### config.mk
export PLATFORM = sky130hd
export DESIGN_NAME = mipsCore
export DESIGN_NICKNAME = d
export VERILOG_FILES = /design/src/hw/mipsIsaPkg.sv /design/src/hw/pipeCtrlPkg.sv /design/src/hw/wbIf.sv /design/src/hw/fetchDecode.sv /design/src/hw/executeStage.sv /design/src/hw/memWbStage.sv /design/src/hw/hazardUnit.sv /design/src/hw/mipsCore.sv
export VERILOG_INCLUDE_DIRS = /design/src /design/src/hw
export SDC_FILE = /design/constraint.sdc
export NUM_CORES = 2
export LEC_CHECK = 0
export ABC_AREA = 1
export BUFFER_PORTS_ARGS = -buffer_cell sky130_fd_sc_hd__buf_2
export CELL_PAD_IN_SITES_DETAIL_PLACEMENT = 0
export CELL_PAD_IN_SITES_GLOBAL_PLACEMENT = 2
export CORE_UTILIZATION = 38
export CTS_BUF_LIST = sky130_fd_sc_hd__clkbuf_16
export DETAILED_ROUTE_END_ITERATION = 10
export PLACE_DENSITY_LB_ADDON = 0.1
export RECOVER_POWER = 100
export SYNTH_ARGS = -nofsm -noshare
export SYNTH_HDL_FRONTEND = slang
export SYNTH_SLANG_ARGS = --single-unit
### constraint.sdc
create_clock -name clk -period 4.6 [get_ports clk]
set_clock_uncertainty 0.1 [all_clocks]
set_input_delay 0.92 -clock clk [delete_from_list [all_inputs] [get_ports clk]]
set_output_delay 0.92 -clock clk [all_outputs]
set_load 0.01 [all_outputs]
### src/hw/mipsCore_macros.svh
`ifndef MIPS_CORE_MACROS_SVH
`define MIPS_CORE_MACROS_SVH

// datapath and address width
`define DATA_W 32
`define REG_ADDR_W 5
`define REG_COUNT 32

// first fetch address after reset
`define RESET_PC 32'h0000_0000

`endif

### src/hw/mipsIsaPkg.sv
`default_nettype none
`include "mipsCore_macros.svh"

package mipsIsaPkg;

    typedef logic [5:0] opcodeT;
    typedef logic [5:0] functT;

    localparam opcodeT opR     = 6'h00;   // SPECIAL, decoded by funct
    localparam opcodeT opAddiu = 6'h09;
    localparam opcodeT opAndi  = 6'h0c;
    localparam opcodeT opOri   = 6'h0d;
    localparam opcodeT opLui   = 6'h0f;
    localparam opcodeT opLw    = 6'h23;
    localparam opcodeT opSw    = 6'h2b;

    localparam functT fnSll  = 6'h00;
    localparam functT fnAddu = 6'h21;
    localparam functT fnSubu = 6'h23;
    localparam functT fnAnd  = 6'h24;
    localparam functT fnOr   = 6'h25;
    localparam functT fnXor  = 6'h26;
    localparam functT fnSlt  = 6'h2a;

    // R-type layout; the I-type immediate is the low 16 bits
    typedef struct packed {
        opcodeT                 opcode;
        logic [`REG_ADDR_W-1:0] rs;
        logic [`REG_ADDR_W-1:0] rt;
        logic [`REG_ADDR_W-1:0] rd;
        logic [4:0]             shamt;
        functT                  funct;
    } instrT;

    typedef enum logic [3:0] {
        aluAdd,
        aluSub,
        aluAnd,
        aluOr,
        aluXor,
        aluSlt,
        aluSll,
        aluLui
    } aluOpT;

endpackage

`default_nettype wire

### src/hw/pipeCtrlPkg.sv
`default_nettype none
`include "mipsCore_macros.svh"

package pipeCtrlPkg;
    import mipsIsaPkg::*;

    typedef struct packed {
        logic                   regWrite;
        logic                   memRead;   // LW, also selects load data in W
        logic                   memWrite;
        logic                   aluSrcImm;
        aluOpT                  aluOp;
        logic [`REG_ADDR_W-1:0] writeReg;  // rt or rd already resolved
    } ctrlT;

    typedef struct packed {
        logic [`DATA_W-1:0]     pc;
        ctrlT                   ctrl;
        logic [`REG_ADDR_W-1:0] rs;
        logic [`REG_ADDR_W-1:0] rt;
        logic [`DATA_W-1:0]     rsData;
        logic [`DATA_W-1:0]     rtData;
        logic [`DATA_W-1:0]     imm;       // already extended
        logic [4:0]             shamt;
    } idExT;

    typedef struct packed {
        logic [`DATA_W-1:0]     pc;
        ctrlT                   ctrl;
        logic [`DATA_W-1:0]     aluResult; // also the data address
        logic [`DATA_W-1:0]     storeData;
    } exMemT;

    // operand source for the E stage
    typedef enum logic [1:0] {
        fwdNone = 2'd0,
        fwdMem  = 2'd1,
        fwdWb   = 2'd2
    } fwdSelT;

endpackage

`default_nettype wire

### src/hw/wbIf.sv
`timescale 1ns/1ps
`default_nettype none
`include "mipsCore_macros.svh"

interface wbIf;
    logic                   regWriteEn;
    logic [`REG_ADDR_W-1:0] writeReg;
    logic [`DATA_W-1:0]     writeData;
    logic [`DATA_W-1:0]     pc;         // retiring instruction, for the trace

    modport src (output regWriteEn, writeReg, writeData, pc);
    modport dst (input regWriteEn, writeReg, writeData, pc);
endinterface

`default_nettype wire

### src/hw/fetchDecode.sv
`timescale 1ns/1ps
`default_nettype none
`include "mipsCore_macros.svh"

module fetchDecode (
    input  wire                         clk,
    input  wire                         rstN_i,
    input  wire                         stall_i,
    output logic [`DATA_W-1:0]          imemAddr_o,
    input  wire  [`DATA_W-1:0]          imemData_i,
    output logic [`REG_ADDR_W-1:0]      rsField_o,
    output logic [`REG_ADDR_W-1:0]      rtField_o,
    output pipeCtrlPkg::idExT           idEx_o,
    wbIf.dst                            wb
);
    import mipsIsaPkg::*;
    import pipeCtrlPkg::*;

    logic [`DATA_W-1:0] pcF;
    logic [`DATA_W-1:0] pcD;
    instrT              instrD;
    ctrlT               ctrlD;
    logic               zeroExt;
    logic [`DATA_W-1:0] immD;
    logic [`DATA_W-1:0] rsDataD;
    logic [`DATA_W-1:0] rtDataD;
    logic [`DATA_W-1:0] regFile [`REG_COUNT];

    assign imemAddr_o = pcF;
    assign rsField_o  = instrD.rs;
    assign rtField_o  = instrD.rt;

    // PC and IF/ID both hold on a load-use stall
    always_ff @(posedge clk or negedge rstN_i) begin
        if (!rstN_i) begin
            pcF    <= `RESET_PC;
            instrD <= '0;               // all zeros decodes as nop
        end else if (!stall_i) begin
            pcF    <= pcF + `DATA_W'd4;
            instrD <= imemData_i;
        end
    end

    always_ff @(posedge clk) begin
        if (!stall_i) pcD <= pcF;
    end

    always_comb begin
        ctrlD       = '0;
        ctrlD.aluOp = aluAdd;
        case (instrD.opcode)
            opR: begin
                ctrlD.regWrite = 1'b1;
                ctrlD.writeReg = instrD.rd;
                case (instrD.funct)
                    fnAddu:  ctrlD.aluOp = aluAdd;
                    fnSubu:  ctrlD.aluOp = aluSub;
                    fnAnd:   ctrlD.aluOp = aluAnd;
                    fnOr:    ctrlD.aluOp = aluOr;
                    fnXor:   ctrlD.aluOp = aluXor;
                    fnSlt:   ctrlD.aluOp = aluSlt;
                    fnSll:   ctrlD.aluOp = aluSll;
                    default: ctrlD.regWrite = 1'b0;  // unsupported funct
                endcase
            end
            opAddiu, opAndi, opOri, opLui, opLw: begin
                ctrlD.regWrite  = 1'b1;
                ctrlD.aluSrcImm = 1'b1;
                ctrlD.writeReg  = instrD.rt;
                ctrlD.memRead   = (instrD.opcode == opLw);
                if (instrD.opcode == opAndi) ctrlD.aluOp = aluAnd;
                if (instrD.opcode == opOri)  ctrlD.aluOp = aluOr;
                if (instrD.opcode == opLui)  ctrlD.aluOp = aluLui;
            end
            opSw: begin
                ctrlD.memWrite  = 1'b1;
                ctrlD.aluSrcImm = 1'b1;         // address = rs + offset
            end
            default: ;
        endcase
        // r0 is never written, so drop it here
        if (ctrlD.writeReg == '0) ctrlD.regWrite = 1'b0;
    end

    assign zeroExt = (instrD.opcode == opAndi) || (instrD.opcode == opOri);
    assign immD    = {{(`DATA_W-16){instrD[15] & ~zeroExt}}, instrD[15:0]};

    always_ff @(posedge clk or negedge rstN_i) begin
        if (!rstN_i) begin
            regFile <= '{default: '0};
        end else if (wb.regWriteEn) begin
            regFile[wb.writeReg] <= wb.writeData;
        end
    end

    // write-first: same-cycle write-back wins over the stored value
    assign rsDataD = (wb.regWriteEn && wb.writeReg == instrD.rs) ? wb.writeData
                                                                 : regFile[instrD.rs];
    assign rtDataD = (wb.regWriteEn && wb.writeReg == instrD.rt) ? wb.writeData
                                                                 : regFile[instrD.rt];

    always_ff @(posedge clk or negedge rstN_i) begin
        if (!rstN_i) begin
            idEx_o <= '0;
        end else begin
            idEx_o.pc     <= pcD;
            idEx_o.ctrl   <= stall_i ? '0 : ctrlD;   // bubble into E
            idEx_o.rs     <= instrD.rs;
            idEx_o.rt     <= instrD.rt;
            idEx_o.rsData <= rsDataD;
            idEx_o.rtData <= rtDataD;
            idEx_o.imm    <= immD;
            idEx_o.shamt  <= instrD.shamt;
        end
    end

endmodule

`default_nettype wire

### src/hw/executeStage.sv
`timescale 1ns/1ps
`default_nettype none
`include "mipsCore_macros.svh"

module executeStage (
    input  wire                         clk,
    input  wire                         rstN_i,
    input  wire pipeCtrlPkg::idExT      idEx_i,
    input  wire pipeCtrlPkg::fwdSelT    fwdA_i,
    input  wire pipeCtrlPkg::fwdSelT    fwdB_i,
    input  wire  [`DATA_W-1:0]          wbData_i,
    output pipeCtrlPkg::exMemT          exMem_o
);
    import mipsIsaPkg::*;
    import pipeCtrlPkg::*;

    logic [`DATA_W-1:0] srcA;
    logic [`DATA_W-1:0] regB;
    logic [`DATA_W-1:0] srcB;
    logic [`DATA_W-1:0] aluResult;

    // M result sits in our own EX/MEM register
    function automatic logic [`DATA_W-1:0] fwdMux(fwdSelT sel, logic [`DATA_W-1:0] regVal,
                                                  logic [`DATA_W-1:0] memVal,
                                                  logic [`DATA_W-1:0] wbVal);
        case (sel)
            fwdMem:  return memVal;
            fwdWb:   return wbVal;
            default: return regVal;
        endcase
    endfunction

    assign srcA = fwdMux(fwdA_i, idEx_i.rsData, exMem_o.aluResult, wbData_i);
    assign regB = fwdMux(fwdB_i, idEx_i.rtData, exMem_o.aluResult, wbData_i);
    assign srcB = idEx_i.ctrl.aluSrcImm ? idEx_i.imm : regB;

    always_comb begin
        case (idEx_i.ctrl.aluOp)
            aluAdd:  aluResult = srcA + srcB;
            aluSub:  aluResult = srcA - srcB;
            aluAnd:  aluResult = srcA & srcB;
            aluOr:   aluResult = srcA | srcB;
            aluXor:  aluResult = srcA ^ srcB;
            aluSlt:  aluResult = {{(`DATA_W-1){1'b0}}, $signed(srcA) < $signed(srcB)};
            aluSll:  aluResult = srcB << idEx_i.shamt;   // rt shifted, rs unused
            aluLui:  aluResult = srcB << 16;
            default: aluResult = '0;
        endcase
    end

    always_ff @(posedge clk or negedge rstN_i) begin
        if (!rstN_i) begin
            exMem_o <= '0;
        end else begin
            exMem_o.pc        <= idEx_i.pc;
            exMem_o.ctrl      <= idEx_i.ctrl;
            exMem_o.aluResult <= aluResult;
            exMem_o.storeData <= regB;      // forwarded rt for SW
        end
    end

endmodule

`default_nettype wire

### src/hw/memWbStage.sv
`timescale 1ns/1ps
`default_nettype none
`include "mipsCore_macros.svh"

module memWbStage (
    input  wire                         clk,
    input  wire                         rstN_i,
    input  wire pipeCtrlPkg::exMemT     exMem_i,
    output logic                        dmemEn_o,
    output logic                        dmemWe_o,
    output logic [`DATA_W-1:0]          dmemAddr_o,
    output logic [`DATA_W-1:0]          dmemWriteData_o,
    input  wire  [`DATA_W-1:0]          dmemReadData_i,
    wbIf.src                            wb
);

    logic                   regWriteW;
    logic                   memReadW;
    logic [`REG_ADDR_W-1:0] writeRegW;
    logic [`DATA_W-1:0]     aluResultW;
    logic [`DATA_W-1:0]     readDataW;
    logic [`DATA_W-1:0]     pcW;

    // word accesses only, address straight from the ALU
    assign dmemEn_o        = exMem_i.ctrl.memRead | exMem_i.ctrl.memWrite;
    assign dmemWe_o        = exMem_i.ctrl.memWrite;
    assign dmemAddr_o      = exMem_i.aluResult;
    assign dmemWriteData_o = exMem_i.storeData;

    always_ff @(posedge clk or negedge rstN_i) begin
        if (!rstN_i) begin
            regWriteW  <= 1'b0;
            memReadW   <= 1'b0;
            writeRegW  <= '0;
            aluResultW <= '0;
            readDataW  <= '0;
            pcW        <= '0;
        end else begin
            regWriteW  <= exMem_i.ctrl.regWrite;
            memReadW   <= exMem_i.ctrl.memRead;
            writeRegW  <= exMem_i.ctrl.writeReg;
            aluResultW <= exMem_i.aluResult;
            readDataW  <= dmemReadData_i;   // comb read captured here
            pcW        <= exMem_i.pc;
        end
    end

    assign wb.regWriteEn = regWriteW;
    assign wb.writeReg   = writeRegW;
    assign wb.writeData  = memReadW ? readDataW : aluResultW;
    assign wb.pc         = pcW;

endmodule

`default_nettype wire

### src/hw/hazardUnit.sv
`timescale 1ns/1ps
`default_nettype none
`include "mipsCore_macros.svh"

module hazardUnit (
    input  wire  [`REG_ADDR_W-1:0]      rsD_i,
    input  wire  [`REG_ADDR_W-1:0]      rtD_i,
    input  wire pipeCtrlPkg::idExT      idEx_i,
    input  wire pipeCtrlPkg::exMemT     exMem_i,
    wbIf.dst                            wb,
    output logic                        stall_o,
    output pipeCtrlPkg::fwdSelT         fwdA_o,
    output pipeCtrlPkg::fwdSelT         fwdB_o
);
    import pipeCtrlPkg::*;

    logic [`REG_ADDR_W-1:0] loadDest;

    // load in E, consumer in D: hold one cycle, then W forwarding covers it
    assign loadDest = idEx_i.ctrl.memRead ? idEx_i.ctrl.writeReg : '0;
    assign stall_o  = (loadDest != '0) && (loadDest == rsD_i || loadDest == rtD_i);

    // younger producer in M wins over W
    function automatic fwdSelT pickFwd(logic [`REG_ADDR_W-1:0] src,
                                       logic memWr, logic [`REG_ADDR_W-1:0] memReg,
                                       logic wbWr, logic [`REG_ADDR_W-1:0] wbReg);
        if (src == '0)
            return fwdNone;
        if (memWr && memReg == src)
            return fwdMem;
        if (wbWr && wbReg == src)
            return fwdWb;
        return fwdNone;
    endfunction

    assign fwdA_o = pickFwd(idEx_i.rs, exMem_i.ctrl.regWrite, exMem_i.ctrl.writeReg,
                            wb.regWriteEn, wb.writeReg);
    assign fwdB_o = pickFwd(idEx_i.rt, exMem_i.ctrl.regWrite, exMem_i.ctrl.writeReg,
                            wb.regWriteEn, wb.writeReg);

endmodule

`default_nettype wire

### src/hw/mipsCore.sv
`timescale 1ns/1ps
`default_nettype none
`include "mipsCore_macros.svh"

module mipsCore (
    input  wire                         clk,
    input  wire                         rstN_i,
    output logic [`DATA_W-1:0]          imemAddr_o,
    input  wire  [`DATA_W-1:0]          imemData_i,
    output logic                        dmemEn_o,
    output logic                        dmemWe_o,
    output logic [`DATA_W-1:0]          dmemAddr_o,
    output logic [`DATA_W-1:0]          dmemWriteData_o,
    input  wire  [`DATA_W-1:0]          dmemReadData_i,
    output logic [`DATA_W-1:0]          pcW_o,
    output logic                        regWriteEnW_o,
    output logic [`REG_ADDR_W-1:0]      writeRegW_o,
    output logic [`DATA_W-1:0]          regWriteDataW_o
);
    import pipeCtrlPkg::*;

    idExT                   idEx;
    exMemT                  exMem;
    fwdSelT                 fwdA;
    fwdSelT                 fwdB;
    logic                   stall;
    logic [`REG_ADDR_W-1:0] rsD;
    logic [`REG_ADDR_W-1:0] rtD;

    wbIf wbBus ();

    fetchDecode fetchDecode_inst (
        .clk        (clk),
        .rstN_i     (rstN_i),
        .stall_i    (stall),
        .imemAddr_o (imemAddr_o),
        .imemData_i (imemData_i),
        .rsField_o  (rsD),
        .rtField_o  (rtD),
        .idEx_o     (idEx),
        .wb         (wbBus)
    );

    executeStage executeStage_inst (
        .clk      (clk),
        .rstN_i   (rstN_i),
        .idEx_i   (idEx),
        .fwdA_i   (fwdA),
        .fwdB_i   (fwdB),
        .wbData_i (wbBus.writeData),
        .exMem_o  (exMem)
    );

    memWbStage memWbStage_inst (
        .clk             (clk),
        .rstN_i          (rstN_i),
        .exMem_i         (exMem),
        .dmemEn_o        (dmemEn_o),
        .dmemWe_o        (dmemWe_o),
        .dmemAddr_o      (dmemAddr_o),
        .dmemWriteData_o (dmemWriteData_o),
        .dmemReadData_i  (dmemReadData_i),
        .wb              (wbBus)
    );

    hazardUnit hazardUnit_inst (
        .rsD_i   (rsD),
        .rtD_i   (rtD),
        .idEx_i  (idEx),
        .exMem_i (exMem),
        .wb      (wbBus),
        .stall_o (stall),
        .fwdA_o  (fwdA),
        .fwdB_o  (fwdB)
    );

    // retirement trace
    assign pcW_o           = wbBus.pc;
    assign regWriteEnW_o   = wbBus.regWriteEn;
    assign writeRegW_o     = wbBus.writeReg;
    assign regWriteDataW_o = wbBus.writeData;

endmodule

`default_nettype wire

---- Word-level counts from Yosys, hierarchy flattened ----
Index checks and enable logic that the tools add are counted.
storage, ports and cells
  flip-flop bits (word level) ............. 1468
  input bits .............................. 66
  output and inout port bits .............. 168
  logic and storage cells ................. 188
operators by class
  $add $sub $neg .......................... 3
  order comparisons ....................... 5
  eq/ne operators ......................... 31
  shift-type cells ........................ 1
  multiplexer cells ....................... 53
  bitwise logic cells ..................... 9
  reductions and logical operators ........ 20
operators with widths
  kind                   count
  $bwmux 1024            1
  $bmux 32 s5            2
  $mux 32                9
  $pmux 32 s8            1
  $demux 32 s5           1
  $pmux 32 s2            2
  $eq 6x6->1 const B     8
  $eq 5x5->1             8
  $add 32x3->32 const B  1
  $add 32x32->32         1
  $and 32x32->32         1
  $lt 32x32->1           1
  $or 32x32->32          1
  $shl 32x5->32          1
  $sub 32x32->32         1
  $xor 32x32->32         1
  $mux 2                 14
  $eq 6x4->1 const B     4
  $ge 6x6->1 const B     3
  $not 5->6              3
  $pmux 3 s6             1
  $pmux 9 s2             1
  $mux 1                 17
  $eq 4x3->1 const B     4
  other kinds (21)       35

---- Longest topological paths before layout ----
  depth in word-level cells ............... 14
  gate-level depth with buffers ........... 30
  mapped depth without buffers ............ 28

---- By module ----
Synthesis repeated with hierarchy kept, for this count alone.
unflattened totals
  cells, all modules ...................... 11188
  area, all modules ....................... 80606.1 um^2
modules (own cells, without submodules)
  module        times used  cells an instance  area an instance (um^2)  seq. area each (um^2)
  fetchDecode   1           8855               64124.0                  31405.1
  executeStage  1           1942               12350.6                  2727.6
  memWbStage    1           273                3563.4                   2577.5
  hazardUnit    1           118                568.0                    0.0

---- Worst setup path after synthesis ----
OpenSTA, ideal clock, no wires.
  kind .................................... register -> register
  start point ............................. register memWbStage_inst.writeRegW[3], in the netlist memWbStage_inst.wb.writeReg[3]
  end point ............................... register executeStage_inst.exMem_o[62] (netlist bit)
  setup time .............................. 0.126 ns
  arrival time ............................ 3.849 ns
  required time ........................... 4.374 ns
  slack ................................... 0.525 ns
  cell stages (with the launch flop) ...... 30
  path buffers ............................ 3
  clock period less this slack ............ 4.075 ns
  cells stage by stage .................... dfrtp_1 buf_2 inv_2 o21ai_0 nor4_1 nand3_1 inv_1 ha_1 buf_4 buf_2 a21oi_1 nand2_1 nand3_2 nand2_4 ha_1 fa_1 inv_1 nand3_1 nand2_1 a21oi_1 inv_1 nand2_1 nand2_1 inv_1 o21ai_0 nand3_1 nand2_1 nand2_1 nand3_1 nand3_1
between the ends
  word-level cells in the longest chain between the ends .. 13
  elaborated cells on any way between the ends .. 32
  those cells by class .................... add/sub: 2; eq/ne: 6; shift: 1; mux: 18; bitwise: 3; reduce/logical: 2
RTL lines
  element                                   RTL line            text
  start: declaration                        memWbStage.sv:19    logic [`REG_ADDR_W-1:0] writeRegW;
  start signal: assignment                  memWbStage.sv:41    writeRegW <= exMem_i.ctrl.writeReg;
  $eq 5x5->1                                hazardUnit.sv:31    if (wbWr && wbReg == src)
  $logic_and 1x1->1                         hazardUnit.sv:31
  $mux 1 (2 in a row)                       hazardUnit.sv:31
  $mux 1                                    hazardUnit.sv:29    if (memWr && memReg == src)
  $mux 2                                    hazardUnit.sv:33    return fwdNone;
  $mux 2                                    hazardUnit.sv:31
  $mux 2                                    hazardUnit.sv:29
  $eq 2x2->1 or $eq 2x1->1 (tied branches)  executeStage.sv:26  case (sel)
  $pmux 32 s2                               executeStage.sv:26
  $mux 32                                   executeStage.sv:35  assign srcB = idEx_i.ctrl.aluSrcImm ? idEx_i.imm : regB;
  $sub 32x32->32 (tied with other cells)    executeStage.sv:40  aluSub: aluResult = srcA - srcB;
  $pmux 32 s8 *                             executeStage.sv:38  case (idEx_i.ctrl.aluOp)
  net executeStage_inst.aluResult[30]       executeStage.sv:20  logic [`DATA_W-1:0] aluResult;
  end: declaration                          executeStage.sv:12  output pipeCtrlPkg::exMemT exMem_o
Mark *: on every way through the listed nets, which the timed path passes. The rest lies on a longest branch. The select of a mux whose other input is x is not followed.
A chain may end at the register's enable or synchronous reset.

---- Final worst setup path ----
  start point ............................. register executeStage_inst.exMem_o[67] (netlist bit)
  end point ............................... register executeStage_inst.exMem_o[48] (netlist bit)
between the ends
  word-level cells in the longest chain between the ends .. 12
  elaborated cells on any way between the ends .. 32
  those cells by class .................... add/sub: 2; eq/ne: 6; shift: 1; mux: 18; bitwise: 3; reduce/logical: 2
RTL lines
  element                                   RTL line
  $eq 5x5->1                                hazardUnit.sv:29
  $logic_and 1x1->1                         hazardUnit.sv:29
  $mux 2                                    hazardUnit.sv:29
  $mux 2                                    hazardUnit.sv:31
  $mux 2                                    hazardUnit.sv:33
  $mux 2                                    hazardUnit.sv:31
  $mux 2                                    hazardUnit.sv:29
  $eq 2x2->1 or $eq 2x1->1 (tied branches)  executeStage.sv:26
  $pmux 32 s2                               executeStage.sv:26
  $mux 32                                   executeStage.sv:35
  $sub 32x32->32 (tied with other cells)    executeStage.sv:40
  $pmux 32 s8 *                             executeStage.sv:38
  net executeStage_inst.aluResult[16]       executeStage.sv:20
Marked as above.

==> results.sh <==
export IMPL_p_int_mw=23.7
export IMPL_netSwitchingFraction=0.368
export IMPL_holdPathStages=1
export IMPL_cp_top_family="simple AND/OR/NAND/NOR gates"
export IMPL_p_clk_frac=0.358
export IMPL_drt_pass1_iter_count=6
export IMPL_cp_arrival_ns=5.10
export IMPL_async_reset_ff_frac=0.979
export IMPL_clk_path_buf_depth=3
export IMPL_htree_num_levels=4
export IMPL_place_area_mm2=0.0858
export IMPL_post_drt_wl_per_cell_um=29.2
export IMPL_clk_pin_slew_ns=0.06
export IMPL_synthesis_area_mm2=0.0788
export IMPL_grtUsageTotal=0.366
export IMPL_cts_tree="yes"
export IMPL_antenna_found_initial=26
export IMPL_critical_path_slowest_cell="dfrtp_1"
export IMPL_maxUsedRoutingLayer="met5"
export IMPL_rsz0062_at_grt="yes"
export IMPL_dr_total_vias=79100
export IMPL_r2r_end="executeStage_inst.exMem_o[48]"
export IMPL_crit_buf_inv=5
export IMPL_worst_slack_ns=0.0839
export IMPL_start_util=0.384
export IMPL_grt_pass1_wl_um=555000
export IMPL_hold_viol_final=0
export IMPL_postSynthCellCount=10300
export IMPL_numCtsBuffers=171
export IMPL_met3_length_um=30500
export IMPL_synth_compound_area_frac=0.260
export IMPL_area_delta_synth_final_pct=17.1
export IMPL_pwr_share_seq=0.384
export IMPL_rows=166
export IMPL_drt_vias_per_instance=5.90
export IMPL_hold_slack_ns=0.0755
export IMPL_ys_flop_type="dfrtp_1"
export IMPL_synth_top_family_by_area="compound AO/OA/AOI/OAI gates"
export IMPL_place_ws_ns=-0.236
export IMPL_synth_top_area_share=0.452
export IMPL_die_h_um=457
export IMPL_yosysSeqAreaShare=0.463
export IMPL_route_detailed_drc=0
export IMPL_wirelength_um=391000
export IMPL_dr_wl_met2_um=170000
export IMPL_final_common_cell="o21ai_0"
export IMPL_crit_fanout=13
export IMPL_start_kind="register"
export IMPL_yosysTopAreaCell="dfrtp_1"
export IMPL_hold_class="primary input to register"
export IMPL_cpPeakStageDelay_ns=0.41
export IMPL_reg2reg_slack_ns=0.08
export IMPL_cts_root_buf="clkbuf_16"
export IMPL_status="complete, no violations"
export IMPL_ant_nets=0
export IMPL_setup_violations=0
export IMPL_dp_hpwl_um=255000
export IMPL_ys_ff_latch=1452
export IMPL_combPwrFrac=0.258
export IMPL_relSlewSlack=0.0732
export IMPL_irDropWorstVdd_v=0.000395
export IMPL_syn_area_per_cell_um2=7.63
export IMPL_io_pins=234
export IMPL_cp_depth=25
export IMPL_clk_latency_ns=0.86
export IMPL_design_final_nets=10700
export IMPL_coreArea_mm2=0.205
export IMPL_ys_types=58
export IMPL_die_area_mm2=0.209
export IMPL_synth_edf_count=30
export IMPL_tightest_slew_ns=1.39
export IMPL_grt_pass1_vias=74300
export IMPL_crit_type="register to register"
export IMPL_wl_met1_um=171000
export IMPL_muxShareOfSynthArea=0
export IMPL_layout_common_cells="o21ai_0, nand2_1, dfrtp_1, nor2_1, buf_4"
export IMPL_utilization=0.449
export IMPL_grt_ovfl_total=0
export IMPL_ys_warnings_count=0
export IMPL_fin_crit_ns=4.52
export IMPL_reg2reg_from="executeStage_inst.exMem_o[67]"
export IMPL_p_sw_mw=13.8
export IMPL_hold_end="memWbStage_inst.readDataW[31]"
export IMPL_drive_gt1_frac=0.145
export IMPL_p_leak_nw=41.5
export IMPL_fin_area_mm2=0.0923
export IMPL_first_iter_violations=9402
export IMPL_synth_area_leaders="dfrtp_1, o21ai_0, nand2_1"
export IMPL_maxCapViolCount=0
export IMPL_hold_start="dmemReadData_i[31]"
export IMPL_grt_max_degree=144
export IMPL_reg2regPathDepth=25
export IMPL_dieWidth_um=457
export IMPL_power_total_mw=37.5
export IMPL_gp_congestion=0.994
export IMPL_required_ns=5.19
export IMPL_fmax_mhz=221
export IMPL_pwr_density_cell_mw_per_mm2=406
export IMPL_port_buffers=229
export IMPL_min_period_over_period=0.982
export IMPL_worst_setup_path_end_kind="register"
export IMPL_synth_simple_gate_area_share=0.175
export IMPL_synth_xor_area_frac=0.00522
export IMPL_synth_adder_area_share=0.0175
export IMPL_slew_viol_final=0
export IMPL_cts_sinks=1452
[worst max-delay path by stage]
stage / start / slack, ns / end
finish: executeStage_inst.exMem_o[67] / 0.08 / executeStage_inst.exMem_o[48]
global route: executeStage_inst.exMem_o[67] / -0.18 / executeStage_inst.exMem_o[50]
CTS: executeStage_inst.exMem_o[67] / -0.02 / executeStage_inst.exMem_o[53]
detailed placement: executeStage_inst.exMem_o[67] / -0.24 / executeStage_inst.exMem_o[51]
global placement: fetchDecode_inst.idEx_o[104] / -0.27 / executeStage_inst.exMem_o[53]
floorplan: memWbStage_inst.wb.writeReg[3] / 0.52 / executeStage_inst.exMem_o[62]
[stage by stage]
stage,cells,TNS [ns]
2_1_floorplan,10300,0
3_5_place_dp,13100,-2.58
5_1_grt,13400,-1.48
6_report,13400,0
3_3_place_gp,13100,-2.12
4_1_cts,13400,-0.0164
[sequential cells by signal, summed over array words and instances (netlist names), 6 cells and up]
signal / cells
memWbStage_inst.readDataW: 32
fetchDecode_inst.pcD: 30
fetchDecode_inst.immD: 16
fetchDecode_inst.regFile: 1024
fetchDecode_inst.idEx_o: 133
memWbStage_inst.aluResultW: 32
executeStage_inst.exMem_o: 102
fetchDecode_inst.instrD: 6
fetchDecode_inst.imemAddr_o: 30
memWbStage_inst.wb.pc: 30
[layer usage]
layer / up-vias / track usage
met5: - / 0
met4: 6 / 0.182
met3: 759 / 0.0612
met2: 3759 / 0.547
met1: 39100 / 0.510
li1: 35400 / -
[cell families after synthesis]
logic type,after synthesis
and+or+nand+nor,3395
DFF,1452
buffers and inverters,1472
adders and majority gates,109
other,1
AOI/OAI and AO/OA,3855
xor gates and xnor gates,47
[synthesized netlist by cell type (6+ instances only)]
cell and count:
a21boi_0 25, a21o_1 9, a21oi_1 663, a221oi_1 20, a22oi_1 34, a31oi_1 8
buf_1 30, buf_2 214, buf_4 90, buf_6 13, clkbuf_1 571, clkinv_1 6
dfrtp_1 1422, edfxtp_1 30, ha_1 107, inv_1 519, inv_2 23, nand2_1 1558
nand2_2 31, nand2_4 6, nand3_1 328, nand3_2 20, nand4_1 40, nor2_1 1294
nor2_2 10, nor3_1 49, nor4_1 9, o2111ai_1 7, o211ai_1 9, o21a_1 38
o21ai_0 2506, o21ai_1 133, o21bai_1 17, o221ai_1 77, o22ai_1 271, o311ai_1 16
o31ai_1 10, or2_1 15, or2_2 26, xor2_1 43
[power by group through the flow]
stage	sequential, mW	clock, mW	combinational [mW]
2_1_floorplan	14.0	0	4.31
3_3_place_gp	14.6	0	9.14
3_5_place_dp	14.6	0	9.12
4_1_cts	14.4	13.6	9.18
5_1_grt	14.4	14.1	10.2
6_report	14.4	13.4	9.67
[cell type report]
cell class              count  area, um^2
fillers                 20900      113000
clock inverters           140        1140
multi-input cells        7410       37200
clock buffers             171        4280
flip-flops and latches   1452       36500
diodes                     18        45.0
well taps                2688        3360
inverters                 549        2110
repair buffers            971        7650
[repair_timing]
item                                   CTS  global route
setup endpoints to repair               23            28
buffers inserted                         1            12
gates cloned                             0             1
gates resized for setup                 29           241
endpoints found under the hold margin   16             0
hold buffers                             1             0
pin swaps                                0            44
No activity file was read; power rests on OpenSTA's default activity.
